$ cat config.mk
export PLATFORM = sky130hd
export DESIGN_NAME = fp_add_unit
export DESIGN_NICKNAME = d
export VERILOG_FILES = /design/src/fp_pkg.sv /design/src/fp_add_norm.sv /design/src/fp_add_unit.sv /design/src/fp_req_ctrl.sv /design/src/fp_round_pack.sv /design/src/fp_unpack_align.sv /design/src/grs_rounder.sv
export VERILOG_INCLUDE_DIRS = /design/src /design/src/include
export SDC_FILE = /design/constraint.sdc
export NUM_CORES = 1
export LEC_CHECK = 0
export BUFFER_PORTS_ARGS = -buffer_cell sky130_fd_sc_hd__buf_2
export CAP_MARGIN = 20
export CORE_ASPECT_RATIO = 2
export CORE_MARGIN = 3
export CORE_UTILIZATION = 40
export DETAILED_ROUTE_END_ITERATION = 8
export GPL_TIMING_DRIVEN = 1
export PLACE_DENSITY_LB_ADDON = 0.2
export REMOVE_ABC_BUFFERS = 1
export SYNTH_ARGS = -nofsm -noshare
export SYNTH_HDL_FRONTEND = slang
export SYNTH_SLANG_ARGS = --single-unit
$ cat constraint.sdc
create_clock -name clk -period 4.57 [get_ports clk]
set_input_delay 0.2285 -clock clk [delete_from_list [all_inputs] [get_ports clk]]
set_output_delay 0.2285 -clock clk [all_outputs]
set_load 0.01 [all_outputs]
$ cat src/include/fp_settings.svh
// Binary16 format sizes for the floating-point adder
// Field widths, exponent bias and the extra alignment precision

`ifndef FP_SETTINGS_SVH
`define FP_SETTINGS_SVH

// Packed word and field widths
`define FP_WIDTH     16
`define FP_EXP_W     5
`define FP_MANT_W    10
`define FP_EXP_BIAS  15

// Extra fraction bits kept below the mantissa while aligning
`define FP_PREC_BITS 14

// Hidden bit, stored fraction and precision bits
`define FP_ALIGN_W   (1 + `FP_MANT_W + `FP_PREC_BITS)

`endif

$ cat src/fp_pkg.sv
// Shared types of the floating-point adder
// Field typedefs, rounding-mode enum, request and stage payload structs

`default_nettype none

`include "fp_settings.svh"

package fp_pkg;

    // Field and working widths
    typedef logic        [`FP_WIDTH-1:0]   fp_word_t;
    typedef logic        [`FP_EXP_W-1:0]   fp_exp_t;
    typedef logic        [`FP_MANT_W-1:0]  fp_mant_t;
    typedef logic        [`FP_ALIGN_W-1:0] fp_align_t;
    // One extra bit for the carry of the add
    typedef logic        [`FP_ALIGN_W:0]   fp_sum_t;
    // Signed so normalization can push it below zero
    typedef logic signed [`FP_EXP_W:0]     fp_sexp_t;

    // Rounding mode, chosen per request
    typedef enum logic [1:0] {
        RNE = 2'd0,
        RTZ = 2'd1,
        RUP = 2'd2,
        RDN = 2'd3
    } round_mode_e;

    typedef struct packed {
        fp_word_t    a;
        fp_word_t    b;
        round_mode_e mode;
    } fp_req_t;

    // --------------------------------------------------
    // Pipeline stage payloads
    // --------------------------------------------------
    typedef struct packed {
        logic        valid;
        fp_exp_t     exp;
        logic        sign;
        logic        sub;
        logic        neg_zero;
        fp_align_t   mant_big;
        fp_align_t   mant_small;
        logic        special;
        fp_word_t    special_val;
        round_mode_e mode;
    } fp_align_stage_t;

    typedef struct packed {
        logic        valid;
        fp_exp_t     exp;
        logic        sign;
        fp_sum_t     sum;
        logic        neg_zero;
        logic        special;
        fp_word_t    special_val;
        round_mode_e mode;
    } fp_sum_stage_t;

    typedef struct packed {
        logic        valid;
        logic        sign;
        fp_align_t   mant;
        fp_sexp_t    exp;
        logic        is_zero;
        logic        neg_zero;
        logic        special;
        fp_word_t    special_val;
        round_mode_e mode;
    } fp_norm_stage_t;

    typedef struct packed {
        logic     valid;
        fp_word_t value;
    } fp_result_t;

endpackage

`default_nettype wire

$ cat src/fp_add_norm.sv
// Stages 2 and 3 of the adder pipeline
// Adds or subtracts the aligned significands, then normalizes
// the sum with a leading-one priority encoder

`timescale 1ns/1ns
`default_nettype none

`include "fp_settings.svh"

module fp_add_norm import fp_pkg::*; (
    input  wire                  clk,
    input  wire                  rst_n,
    input  wire fp_align_stage_t align,
    output fp_norm_stage_t       norm
);

    // Enough bits to index every bit of the sum
    localparam int LW = $clog2(`FP_ALIGN_W + 1);

    fp_sum_stage_t  s2_nxt;
    fp_sum_stage_t  s2;
    fp_norm_stage_t n_nxt;
    fp_sum_t        diff;
    logic [LW-1:0]  lead;
    logic [LW-1:0]  shl;

    // --------------------------------------------------
    // Stage 2 add or subtract
    // --------------------------------------------------
    always_comb begin
        s2_nxt             = '0;
        s2_nxt.valid       = align.valid;
        s2_nxt.exp         = align.exp;
        s2_nxt.neg_zero    = align.neg_zero;
        s2_nxt.special     = align.special;
        s2_nxt.special_val = align.special_val;
        s2_nxt.mode        = align.mode;

        diff = {1'b0, align.mant_big} - {1'b0, align.mant_small};
        if (!align.sub) begin
            s2_nxt.sum  = {1'b0, align.mant_big} + {1'b0, align.mant_small};
            s2_nxt.sign = align.sign;
        end else if (diff[`FP_ALIGN_W]) begin
            // Borrow, so the smaller side wins and the sign flips
            s2_nxt.sum  = {1'b0, align.mant_small} - {1'b0, align.mant_big};
            s2_nxt.sign = ~align.sign;
        end else begin
            s2_nxt.sum  = diff;
            s2_nxt.sign = align.sign;
        end
    end

    // --------------------------------------------------
    // Stage 3 normalize
    // --------------------------------------------------
    always_comb begin
        // Highest set bit wins
        lead = '0;
        for (int i = 0; i <= `FP_ALIGN_W; i++) begin
            if (s2.sum[i]) begin
                lead = LW'(i);
            end
        end

        n_nxt             = '0;
        n_nxt.valid       = s2.valid;
        n_nxt.sign        = s2.sign;
        n_nxt.is_zero     = (s2.sum == '0);
        n_nxt.neg_zero    = s2.neg_zero;
        n_nxt.special     = s2.special;
        n_nxt.special_val = s2.special_val;
        n_nxt.mode        = s2.mode;

        shl = '0;
        if (s2.sum[`FP_ALIGN_W]) begin
            // Carry out, one place right with the lost bit folded into sticky
            n_nxt.mant = {s2.sum[`FP_ALIGN_W:2], s2.sum[1] | s2.sum[0]};
            n_nxt.exp  = fp_sexp_t'({1'b0, s2.exp}) + fp_sexp_t'(1);
        end else begin
            // Leading one moves up to the hidden-bit position
            shl        = LW'(`FP_ALIGN_W - 1) - lead;
            n_nxt.mant = s2.sum[`FP_ALIGN_W-1:0] << shl;
            n_nxt.exp  = fp_sexp_t'({1'b0, s2.exp}) - fp_sexp_t'({1'b0, shl});
        end
    end

    always_ff @(posedge clk or negedge rst_n) begin
        if (!rst_n) begin
            s2   <= '0;
            norm <= '0;
        end else begin
            s2   <= s2_nxt;
            norm <= n_nxt;
        end
    end

endmodule

`default_nettype wire

$ cat src/fp_add_unit.sv
// Top level of the binary16 adder
// Handshake controller feeding the four-stage add pipeline

`timescale 1ns/1ns
`default_nettype none

module fp_add_unit import fp_pkg::*; (
    input  wire          clk,
    input  wire          rst_n,
    input  wire          req,
    input  wire fp_req_t request,
    output logic         ack,
    output fp_word_t     result
);

    fp_req_t         launch;
    logic            launch_valid;
    fp_align_stage_t align;
    fp_norm_stage_t  norm;
    fp_result_t      done;

    // Handshake side
    fp_req_ctrl u_ctrl (
        .clk          (clk),
        .rst_n        (rst_n),
        .req          (req),
        .request      (request),
        .ack          (ack),
        .launch       (launch),
        .launch_valid (launch_valid),
        .done         (done),
        .result       (result)
    );

    // Stage 1
    fp_unpack_align u_align (
        .clk          (clk),
        .rst_n        (rst_n),
        .launch       (launch),
        .launch_valid (launch_valid),
        .stage        (align)
    );

    // Stages 2 and 3
    fp_add_norm u_add_norm (
        .clk   (clk),
        .rst_n (rst_n),
        .align (align),
        .norm  (norm)
    );

    // Stage 4
    fp_round_pack u_round_pack (
        .clk   (clk),
        .rst_n (rst_n),
        .norm  (norm),
        .done  (done)
    );

endmodule

`default_nettype wire

$ cat src/fp_req_ctrl.sv
// Four-phase req/ack controller of the adder
// Launches one operation per handshake and holds its result

`timescale 1ns/1ns
`default_nettype none

module fp_req_ctrl import fp_pkg::*; (
    input  wire             clk,
    input  wire             rst_n,
    input  wire             req,
    input  wire fp_req_t    request,
    output logic            ack,
    output fp_req_t         launch,
    output logic            launch_valid,
    input  wire fp_result_t done,
    output fp_word_t        result
);

    typedef enum logic [1:0] {
        IDLE,
        BUSY,
        DONE
    } ctrl_state_e;

    ctrl_state_e state;

    always_ff @(posedge clk or negedge rst_n) begin
        if (!rst_n) begin
            state        <= IDLE;
            ack          <= 1'b0;
            launch       <= '0;
            launch_valid <= 1'b0;
            result       <= '0;
        end else begin
            // Launch is a single-cycle pulse
            launch_valid <= 1'b0;
            case (state)
                IDLE: begin
                    // Capture operands and mode on the sampled req
                    if (req) begin
                        launch       <= request;
                        launch_valid <= 1'b1;
                        state        <= BUSY;
                    end
                end
                BUSY: begin
                    // Result held here until the next handshake completes
                    if (done.valid) begin
                        result <= done.value;
                        ack    <= 1'b1;
                        state  <= DONE;
                    end
                end
                DONE: begin
                    // Requester has dropped req, close the handshake
                    if (!req) begin
                        ack   <= 1'b0;
                        state <= IDLE;
                    end
                end
                default: state <= IDLE;
            endcase
        end
    end

endmodule

`default_nettype wire

$ cat src/fp_round_pack.sv
// Stage 4 of the adder pipeline
// Rounds, handles exponent overflow and underflow,
// resolves the sign of zero and packs the result word

`timescale 1ns/1ns
`default_nettype none

`include "fp_settings.svh"

module fp_round_pack import fp_pkg::*; (
    input  wire                 clk,
    input  wire                 rst_n,
    input  wire fp_norm_stage_t norm,
    output fp_result_t          done
);

    // All-ones biased exponent, 31 for binary16
    localparam int EXP_MAX = 2 * `FP_EXP_BIAS + 1;

    logic [`FP_MANT_W:0]          rounded;
    logic                         carry;
    logic signed [`FP_EXP_W+1:0]  exp_r;
    fp_word_t                     word;

    grs_rounder u_rounder (
        .value     (norm.mant),
        .sign      (norm.sign),
        .mode      (norm.mode),
        .rounded   (rounded),
        .carry_out (carry)
    );

    always_comb begin
        // One extra bit so a carry out of 31 does not wrap
        exp_r = {norm.exp[`FP_EXP_W], norm.exp} + {{(`FP_EXP_W+1){1'b0}}, carry};

        if (norm.special) begin
            word = norm.special_val;
        end else if (norm.is_zero || (exp_r <= 0)) begin
            // Exact cancellation and flushed underflow share one zero
            word = {norm.neg_zero, {(`FP_WIDTH-1){1'b0}}};
        end else if (exp_r >= EXP_MAX) begin
            // Infinity of the result sign in every mode
            word = {norm.sign, {`FP_EXP_W{1'b1}}, {`FP_MANT_W{1'b0}}};
        end else begin
            word = {norm.sign, exp_r[`FP_EXP_W-1:0], rounded[`FP_MANT_W-1:0]};
        end
    end

    always_ff @(posedge clk or negedge rst_n) begin
        if (!rst_n) begin
            done <= '0;
        end else begin
            done.valid <= norm.valid;
            done.value <= word;
        end
    end

endmodule

`default_nettype wire

$ cat src/fp_unpack_align.sv
// Stage 1 of the adder pipeline
// Unpacks and classifies both operands, orders them by magnitude,
// aligns the smaller significand and flags special results

`timescale 1ns/1ns
`default_nettype none

`include "fp_settings.svh"

module fp_unpack_align import fp_pkg::*; (
    input  wire               clk,
    input  wire               rst_n,
    input  wire fp_req_t      launch,
    input  wire               launch_valid,
    output fp_align_stage_t   stage
);

    // Quiet NaN, 7E00 for binary16
    localparam fp_word_t QNAN = {1'b0, {`FP_EXP_W{1'b1}}, 1'b1, {(`FP_MANT_W-1){1'b0}}};

    logic                sign_a;
    logic                sign_b;
    fp_exp_t             exp_a;
    fp_exp_t             exp_b;
    fp_mant_t            man_a;
    fp_mant_t            man_b;
    logic                zero_a;
    logic                zero_b;
    logic                inf_a;
    logic                inf_b;
    logic                nan_a;
    logic                nan_b;
    fp_exp_t             eff_a;
    fp_exp_t             eff_b;
    logic                a_ge_b;
    fp_exp_t             diff;
    logic [`FP_MANT_W:0] sig_big;
    logic [`FP_MANT_W:0] sig_small;
    fp_align_stage_t     nxt;

    assign {sign_a, exp_a, man_a} = launch.a;
    assign {sign_b, exp_b, man_b} = launch.b;

    // Operand classes
    assign zero_a = (exp_a == '0) && (man_a == '0);
    assign zero_b = (exp_b == '0) && (man_b == '0);
    assign inf_a  = (&exp_a) && (man_a == '0);
    assign inf_b  = (&exp_b) && (man_b == '0);
    assign nan_a  = (&exp_a) && (man_a != '0);
    assign nan_b  = (&exp_b) && (man_b != '0);

    // Denormals sit at the scale of exponent 1
    assign eff_a = (exp_a == '0) ? fp_exp_t'(1) : exp_a;
    assign eff_b = (exp_b == '0) ? fp_exp_t'(1) : exp_b;

    // Exponent first, then fraction
    assign a_ge_b = {exp_a, man_a} >= {exp_b, man_b};

    always_comb begin
        nxt          = '0;
        nxt.valid    = launch_valid;
        nxt.mode     = launch.mode;
        nxt.sub      = sign_a ^ sign_b;
        nxt.neg_zero = zero_a & zero_b & sign_a & sign_b;

        // Larger operand sets exponent and sign
        if (a_ge_b) begin
            nxt.exp   = eff_a;
            nxt.sign  = sign_a;
            sig_big   = {|exp_a, man_a};
            sig_small = {|exp_b, man_b};
            diff      = eff_a - eff_b;
        end else begin
            nxt.exp   = eff_b;
            nxt.sign  = sign_b;
            sig_big   = {|exp_b, man_b};
            sig_small = {|exp_a, man_a};
            diff      = eff_b - eff_a;
        end

        // Bits shifted past the precision field are dropped
        nxt.mant_big   = {sig_big, {`FP_PREC_BITS{1'b0}}};
        nxt.mant_small = fp_align_t'({sig_small, {`FP_PREC_BITS{1'b0}}}) >> diff;

        // Special results in priority order
        if (nan_a || nan_b || (inf_a && inf_b && nxt.sub)) begin
            nxt.special     = 1'b1;
            nxt.special_val = QNAN;
        end else if (inf_a || zero_b) begin
            nxt.special     = 1'b1;
            nxt.special_val = launch.a;
        end else if (inf_b || zero_a) begin
            nxt.special     = 1'b1;
            nxt.special_val = launch.b;
        end
    end

    always_ff @(posedge clk or negedge rst_n) begin
        if (!rst_n) begin
            stage <= '0;
        end else begin
            stage <= nxt;
        end
    end

endmodule

`default_nettype wire

$ cat src/grs_rounder.sv
// Guard/round/sticky rounder for the four rounding modes
// Keeps the hidden bit and mantissa, reports carry out of the increment

`timescale 1ns/1ns
`default_nettype none

`include "fp_settings.svh"

module grs_rounder import fp_pkg::*; (
    input  wire fp_align_t    value,
    input  wire               sign,
    input  wire round_mode_e  mode,
    output logic [`FP_MANT_W:0] rounded,
    output logic              carry_out
);

    logic [`FP_MANT_W:0] kept;
    logic                guard;
    logic                sticky;
    logic                inexact;
    logic                inc;

    // Hidden bit plus stored fraction
    assign kept    = value[`FP_ALIGN_W-1 -: `FP_MANT_W+1];
    assign guard   = value[`FP_PREC_BITS-1];
    assign sticky  = |value[`FP_PREC_BITS-2:0];
    assign inexact = guard | sticky;

    always_comb begin
        case (mode)
            // Ties go to the even significand
            RNE:     inc = guard & (sticky | kept[0]);
            RTZ:     inc = 1'b0;
            RUP:     inc = inexact & ~sign;
            RDN:     inc = inexact & sign;
            default: inc = 1'b0;
        endcase
    end

    // Wrap to zero on carry, which reads as 1.0 one exponent up
    assign {carry_out, rounded} = {1'b0, kept} + {{(`FP_MANT_W+1){1'b0}}, inc};

endmodule

`default_nettype wire

Word level (Yosys, flattened, before mapping)
Index checks and enable logic that the tools add are counted.
{ "op_classes": {"n_mul": 0, "shifts": 2, "order_cmp": 3, "eq_ne": 8, "reduce_logical": 32, "div_mod_pow": 0, "muxes": 50, "n_bitwise": 12, "addsub": 10} }
{ "ops": {"columns": ["operator", "n"], "rows": [
  ["$mux 5", 13],
  ["$mux 27", 2],
  ["$sub 25x25->26", 2],
  ["$mux 17", 3],
  ["$mux 16", 2],
  ["$mux 4", 8],
  ["$mux 31", 1],
  ["$add 25x25->26", 1],
  ["$logic_not 26->1", 1],
  ["$shl 25x5->25", 1],
  ["$shr 25x5->25", 1],
  ["$mux 11", 2],
  ["$logic_not 10->1", 2],
  ["$reduce_bool 10->1", 2],
  ["$ge 15x15->1", 1],
  ["$mux 15", 1],
  ["$reduce_or 13->1", 1],
  ["$add 11x1->12", 1],
  ["$mux 3", 4],
  ["$logic_not 5->1", 2],
  ["$mux 2", 5],
  ["$reduce_and 5->1", 2],
  ["$reduce_or 5->1", 2],
  ["$sub 5x5->5", 2],
  ["other kinds (25)", 55]
]} }
{ "totals": {"romBits": 0, "latch_bits": 0, "out_inout_bits": 17, "ramBits": 0, "regBits": 242, "wordCells": 153, "in_bits": 37, "memories": 0} }

Logic depth before layout (Yosys ltp)
{ "depth": {"depth_word": 28, "ltp_mapped": 20, "depth_no_buf": 19} }

Cells and area by module
Synthesis repeated with hierarchy kept, for this count alone.
{ "unflattened": {"cells_unflattened": 1598, "hier_area_um2": 15755.1} }
{ "modules_own_cells": {"columns": ["module", "n_inst", "cells_each", "area_per_inst_um2", "seq_area_each_um2"], "rows": [
  ["fp_add_norm", 1, 984, 8714.6, 2677.6],
  ["fp_unpack_align", 1, 375, 3862.5, 1601.5],
  ["fp_req_ctrl", 1, 120, 2034.5, 1351.3],
  ["fp_round_pack", 1, 83, 889.6, 425.4],
  ["grs_rounder", 1, 36, 254.0, 0.0]
]} }

Worst setup path before layout
OpenSTA, ideal clock, no wires.
{ "synth_timing": {"path_type": "register to register", "from": "reg u_add_norm.s2[24] in the netlist's numbering", "to": "reg, netlist name u_add_norm.norm[26]", "required_time_ps": 4490, "stages_incl_launch_ff": 20, "path_buffers": 5, "period_less_slack_ps": 4511, "setup_slack_ps": 59, "setup_time_ps": 80, "arrival_time_ps": 4431, "path_cell_list": "dfrtp_1 buf_1 a221o_1 a2111oi_2 nor2_2 o31ai_4 inv_2 buf_6 buf_2 ha_1 clkbuf_1 xnor2_2 clkbuf_1 xnor2_1 nor2_1 ha_1 a21oi_1 o21bai_1 a21oi_1 xnor2_1"} }
{ "synth_rtl": {"columns": ["item", "line_no", "text"], "rows": [
  ["from (decl)", "fp_add_norm.sv:21", "fp_sum_stage_t s2;"],
  ["from (signal assigned)", "fp_add_norm.sv:92", "s2 <= s2_nxt;"]
]} }

Worst setup path after layout
{ "layout_timing": {"from": "reg, netlist name u_add_norm.norm[29]", "to": "reg, netlist name u_round_pack.done[15]"} }
{ "layout_via": {"elab_chain_len": 10, "elab_cells_between_ends": 13, "classes_between": "add/sub (2); order compare (1); mux (3); bitwise (5); reduce/logical (2)"} }
{ "layout_lines": {"columns": ["item", "line_no", "text"], "rows": [
  ["$reduce_or 13->1 *", "grs_rounder.sv:26", "assign sticky = |value[`FP_PREC_BITS-2:0];"],
  ["$or 1x1->1 (on tied branches)", "grs_rounder.sv:27, grs_rounder.sv:32", null],
  ["$and 1x1->1 (on tied branches)", "grs_rounder.sv:35, grs_rounder.sv:32, grs_rounder.sv:34", null],
  ["$pmux 1 s4 *", "grs_rounder.sv:30", "case (mode)"],
  ["$add 11x1->12 *", "grs_rounder.sv:41", "assign {carry_out, rounded} = {1'b0, kept} + {{(`FP_MANT_W+1){1'b0}}, inc};"],
  ["$add 6x2->7 *", "fp_round_pack.sv:35", "exp_r = {norm.exp[`FP_EXP_W], norm.exp} + {{(`FP_EXP_W+1){1'b0}}, carry};"],
  ["$le 7x1->1 *", "fp_round_pack.sv:39", "end else if (norm.is_zero || (exp_r <= 0)) begin"],
  ["$logic_or 1x1->1 *", "fp_round_pack.sv:39", null],
  ["$mux 16 *", "fp_round_pack.sv:39", null],
  ["$mux 16 *", "fp_round_pack.sv:37", "if (norm.special) begin"],
  ["via u_round_pack.word[15]", "fp_round_pack.sv:23", "fp_word_t word;"]
]} }
The timed path passes the listed nets; every way through them passes the cells marked *.
A chain may end at the register's enable or synchronous reset.

==> flow_metrics.tcl <==
set metrics [dict create \
    floorplan.io_pins 54 \
    final_cell_mix "sky130_fd_sc_hd__dfrtp_1, sky130_fd_sc_hd__nand2_1, sky130_fd_sc_hd__nor2_1" \
    setup_violations 0 \
    run_status "finished, final reports clean" \
    crit-reg2reg-launch "u_add_norm.norm[29]" \
    synth-edff-count 0 \
    syn_inst 1271 \
    port-buffer-count 53 \
    drv_slew 0 \
    total_negative_setup_slacks_ns 0 \
    gp_congestion 1.02 \
    seqCellArea_sq_um 6060 \
    hold_violations 0 \
    cts.root.buffer_cell "sky130_fd_sc_hd__clkbuf_16" \
    start_util_pct 40.7 \
    htreeDepth 1 \
    setup.worst_path.class "flop to flop" \
    num_vias 10100 \
    first_pass_grt_wire_length_microns 59300 \
    die_w_microns 134 \
    final_layout_size_suffix_gt1_share_pct 16.2 \
    grt.total_usage_pct 22.0 \
    clock-sinks 242 \
    viasPerCell 5.57 \
    critical_path_arrival_ns 4.74 \
    fillerInstances 3049 \
    die_height_microns 262 \
    antenna_violations_before_repair 0 \
    global_route.overflow_total 0 \
    timing.final.crit_share_pct 95.3 \
    hpwlAfterDp_microns 29700 \
    postSynthRegisterBits 242 \
    yosysSeqAreaShare_pct 46.2 \
    cp_data_required_time_ns 4.95 \
    antenna-diode-count 0 \
    postSynth.asyncResetShare_pct 100 \
    finalNetCount 1474 \
    drt_pass1_iterations 5 \
    cts_max_path_buffers 3 \
    rsz0062_at_grt "false" \
    critPathCaptureType "flop" \
    total_routed_wirelength_microns 38100 \
    num_rows 93 \
    grt_pass1_vias 10600 \
    crit_path_start "u_add_norm.norm[29]" \
    drc 0 \
    critical_path.max_fanout 3 \
    clock-skew-final_ns 0.0263 \
    r2r.worst_path.cells 19 \
    floorplan.core_area_sq_um 32200 \
    layout.cells.most_common "sky130_fd_sc_hd__dfrtp_1" \
    insertion_delay_ns 0.54 \
    regToRegEndpoint "u_round_pack.done[15]" \
    pin_count_of_the_biggest_net_entering_global_routing 101 \
    worstMarginPinSlew_ns 1.07 \
    die_area_sq_um 35100 \
    final.min_clock_period_ns 4.36 \
    synth-warning-count 0 \
    slew-limit-headroom_pct 28.7 \
    reg2reg_setup_slack_ns 0.21 \
    cts_tree "done" \
    cap_violations 0 \
    area_growth_pct 16.2 \
    holdCritPathClass "primary input to asynchronous set/reset pin" \
    multi_input_comb_area_sq_um 6530 \
    clk_pin_slew_worst_paths_ns 0.06 \
    post_synth_instance_area_sq_um 13100 \
    postSynthAreaPerCell_sq_um 10.3 \
    postCtsSetupBuffers 0 \
    worstSetupStartpointType "flop" \
    maxClockFrequency_ghz 0.230 \
    synth.lib_cells_used.distinct 78 \
    drt_iter0_markers 622 \
    tritoncts.num_buffers 24 \
    drt-wirelength-per-cell_microns 21.0 \
    ys.flop_type "sky130_fd_sc_hd__dfrtp_1" \
    antenna_viol_nets_final 0 \
]
==> synthesized netlist by cell type, drive strengths merged (3+ instances only) <==
master / count / area (sq um)
a211o: 4 / 35.0
a211oi: 8 / 60.1
a21o: 12 / 90.1
a21oi: 64 / 320
a221o: 12 / 120
a221oi: 3 / 26.3
a22o: 9 / 78.8
a22oi: 15 / 113
a31oi: 6 / 43.8
a32oi: 4 / 35.0
and2: 10 / 62.6
and3: 10 / 62.6
buf: 10 / 53.8
clkbuf: 57 / 215
dfrtp: 242 / 6060
fa: 5 / 100
ha: 67 / 838
inv: 81 / 304
mux2: 44 / 495
mux2i: 58 / 581
mux4: 18 / 405
nand2: 112 / 423
nand2b: 13 / 81.3
nand3: 27 / 135
nand4: 7 / 43.8
nor2: 85 / 322
nor2b: 10 / 62.6
nor3: 23 / 115
nor4: 13 / 81.3
o211ai: 5 / 37.5
o21a: 8 / 60.1
o21ai: 78 / 390
o21bai: 7 / 52.6
o221ai: 5 / 43.8
o22a: 3 / 26.3
o22ai: 16 / 100
o31ai: 14 / 119
o41ai: 6 / 52.6
or2: 3 / 18.8
or3: 7 / 43.8
or4: 6 / 45.0
xnor2: 39 / 349
xor2: 15 / 139
==> worst max-delay path, stage by stage (launching register included) <==
cell and delay [ns]:
sky130_fd_sc_hd__dfrtp_1 0.37, sky130_fd_sc_hd__nor4_2 0.32, sky130_fd_sc_hd__buf_4 0.16, sky130_fd_sc_hd__nand4_1 0.21
sky130_fd_sc_hd__nor3_2 0.24, sky130_fd_sc_hd__nor3_1 0.07, sky130_fd_sc_hd__ha_1 0.19, sky130_fd_sc_hd__nand3_1 0.11
sky130_fd_sc_hd__nor2_1 0.09, sky130_fd_sc_hd__and3_4 0.19, sky130_fd_sc_hd__and3_4 0.21, sky130_fd_sc_hd__and3_1 0.20
sky130_fd_sc_hd__ha_2 0.19, sky130_fd_sc_hd__ha_2 0.20, sky130_fd_sc_hd__xor2_1 0.17, sky130_fd_sc_hd__or4_4 0.50
sky130_fd_sc_hd__o31ai_4 0.33, sky130_fd_sc_hd__buf_6 0.18, sky130_fd_sc_hd__mux2i_1 0.17, sky130_fd_sc_hd__o21ai_0 0.08
==> kinds of logic (layout without fill, tap and decap cells) <==
kind of cell / after synthesis / count (layout) / share of synthesized area, %
buf+inv: 149 / 261 / 4.40
xor+xnor: 54 / 54 / 3.72
flops: 242 / 242 / 46.2
mux: 120 / 120 / 11.3
fa+ha+maj: 72 / 72 / 7.16
compound gates: 298 / 298 / 15.1
simple gates: 336 / 336 / 12.1
==> how the worst max path moves through the flow <==
stage,end,slack (ns),cells past startpoint
final,u_round_pack.done[15],0.21,19
after global routing,u_add_norm.norm[44],0.01,14
after CTS,u_round_pack.done[15],0.04,19
after detailed placement,u_round_pack.done[15],-0.1,19
after global placement,u_round_pack.done[15],-0.03,19
after floorplan,u_add_norm.norm[26],-0.67,16
==> area by class of cell <==
cell class	count	area share, %
sequential	242	39.7
clock buffer	30	4.22
clock inverter	14	0.854
multi-input combinational	880	42.9
timing repair buffer	135	6.79
inverter	82	2.02
tap	427	3.51
==> through the flow <==
stage	instance area (sq um)	worst slack (ns)	util (%)	hold slack, ns	std cells
floorplan	12800	-0.673	-	-0.0671	1204
global placement	14100	-0.0269	43.6	0.314	1730
detailed placement	14100	-0.0979	43.6	0.321	1730
CTS	15200	0.0417	47.2	0.327	1810
global route	15200	0.0127	47.3	0.356	1810
finish	15200	0.214	47.3	0.293	1810
==> state kept, by name, indices dropped and copies added, names as in the netlist <==
| signal | count |
|---|---|
| u_ctrl.launch_valid | 1 |
| u_add_norm.s2 | 31 |
| u_ctrl.ack | 1 |
| u_round_pack.done | 17 |
| u_ctrl.result | 16 |
| u_ctrl.launch | 34 |
| u_add_norm.n_nxt | 22 |
| u_align.stage | 64 |
| u_add_norm.norm | 54 |
| u_ctrl.state | 2 |
==> routing by layer <==
metal	vias up	global-route usage (%)	part of all wire [%]
met2	290	44.1	57
met5	-	0	0
li1	4708	-	-
met1	4922	19.7	32
met3	163	1.97	2.8
met4	0	16.4	8.7
==> repair_timing <==
| item | CTS | global route |
|---|---|---|
| endpoints found under the hold margin | 135 | 0 |
| hold buffers | 36 | 0 |
| pin swaps | 0 | 4 |
| endpoints found under the setup margin | 11 | 11 |
| resized for setup | 2 | 9 |
Power is left out: the tool's default activity adds up to more than one toggle a clock period on the data nets, which glitch-free logic cannot reach.
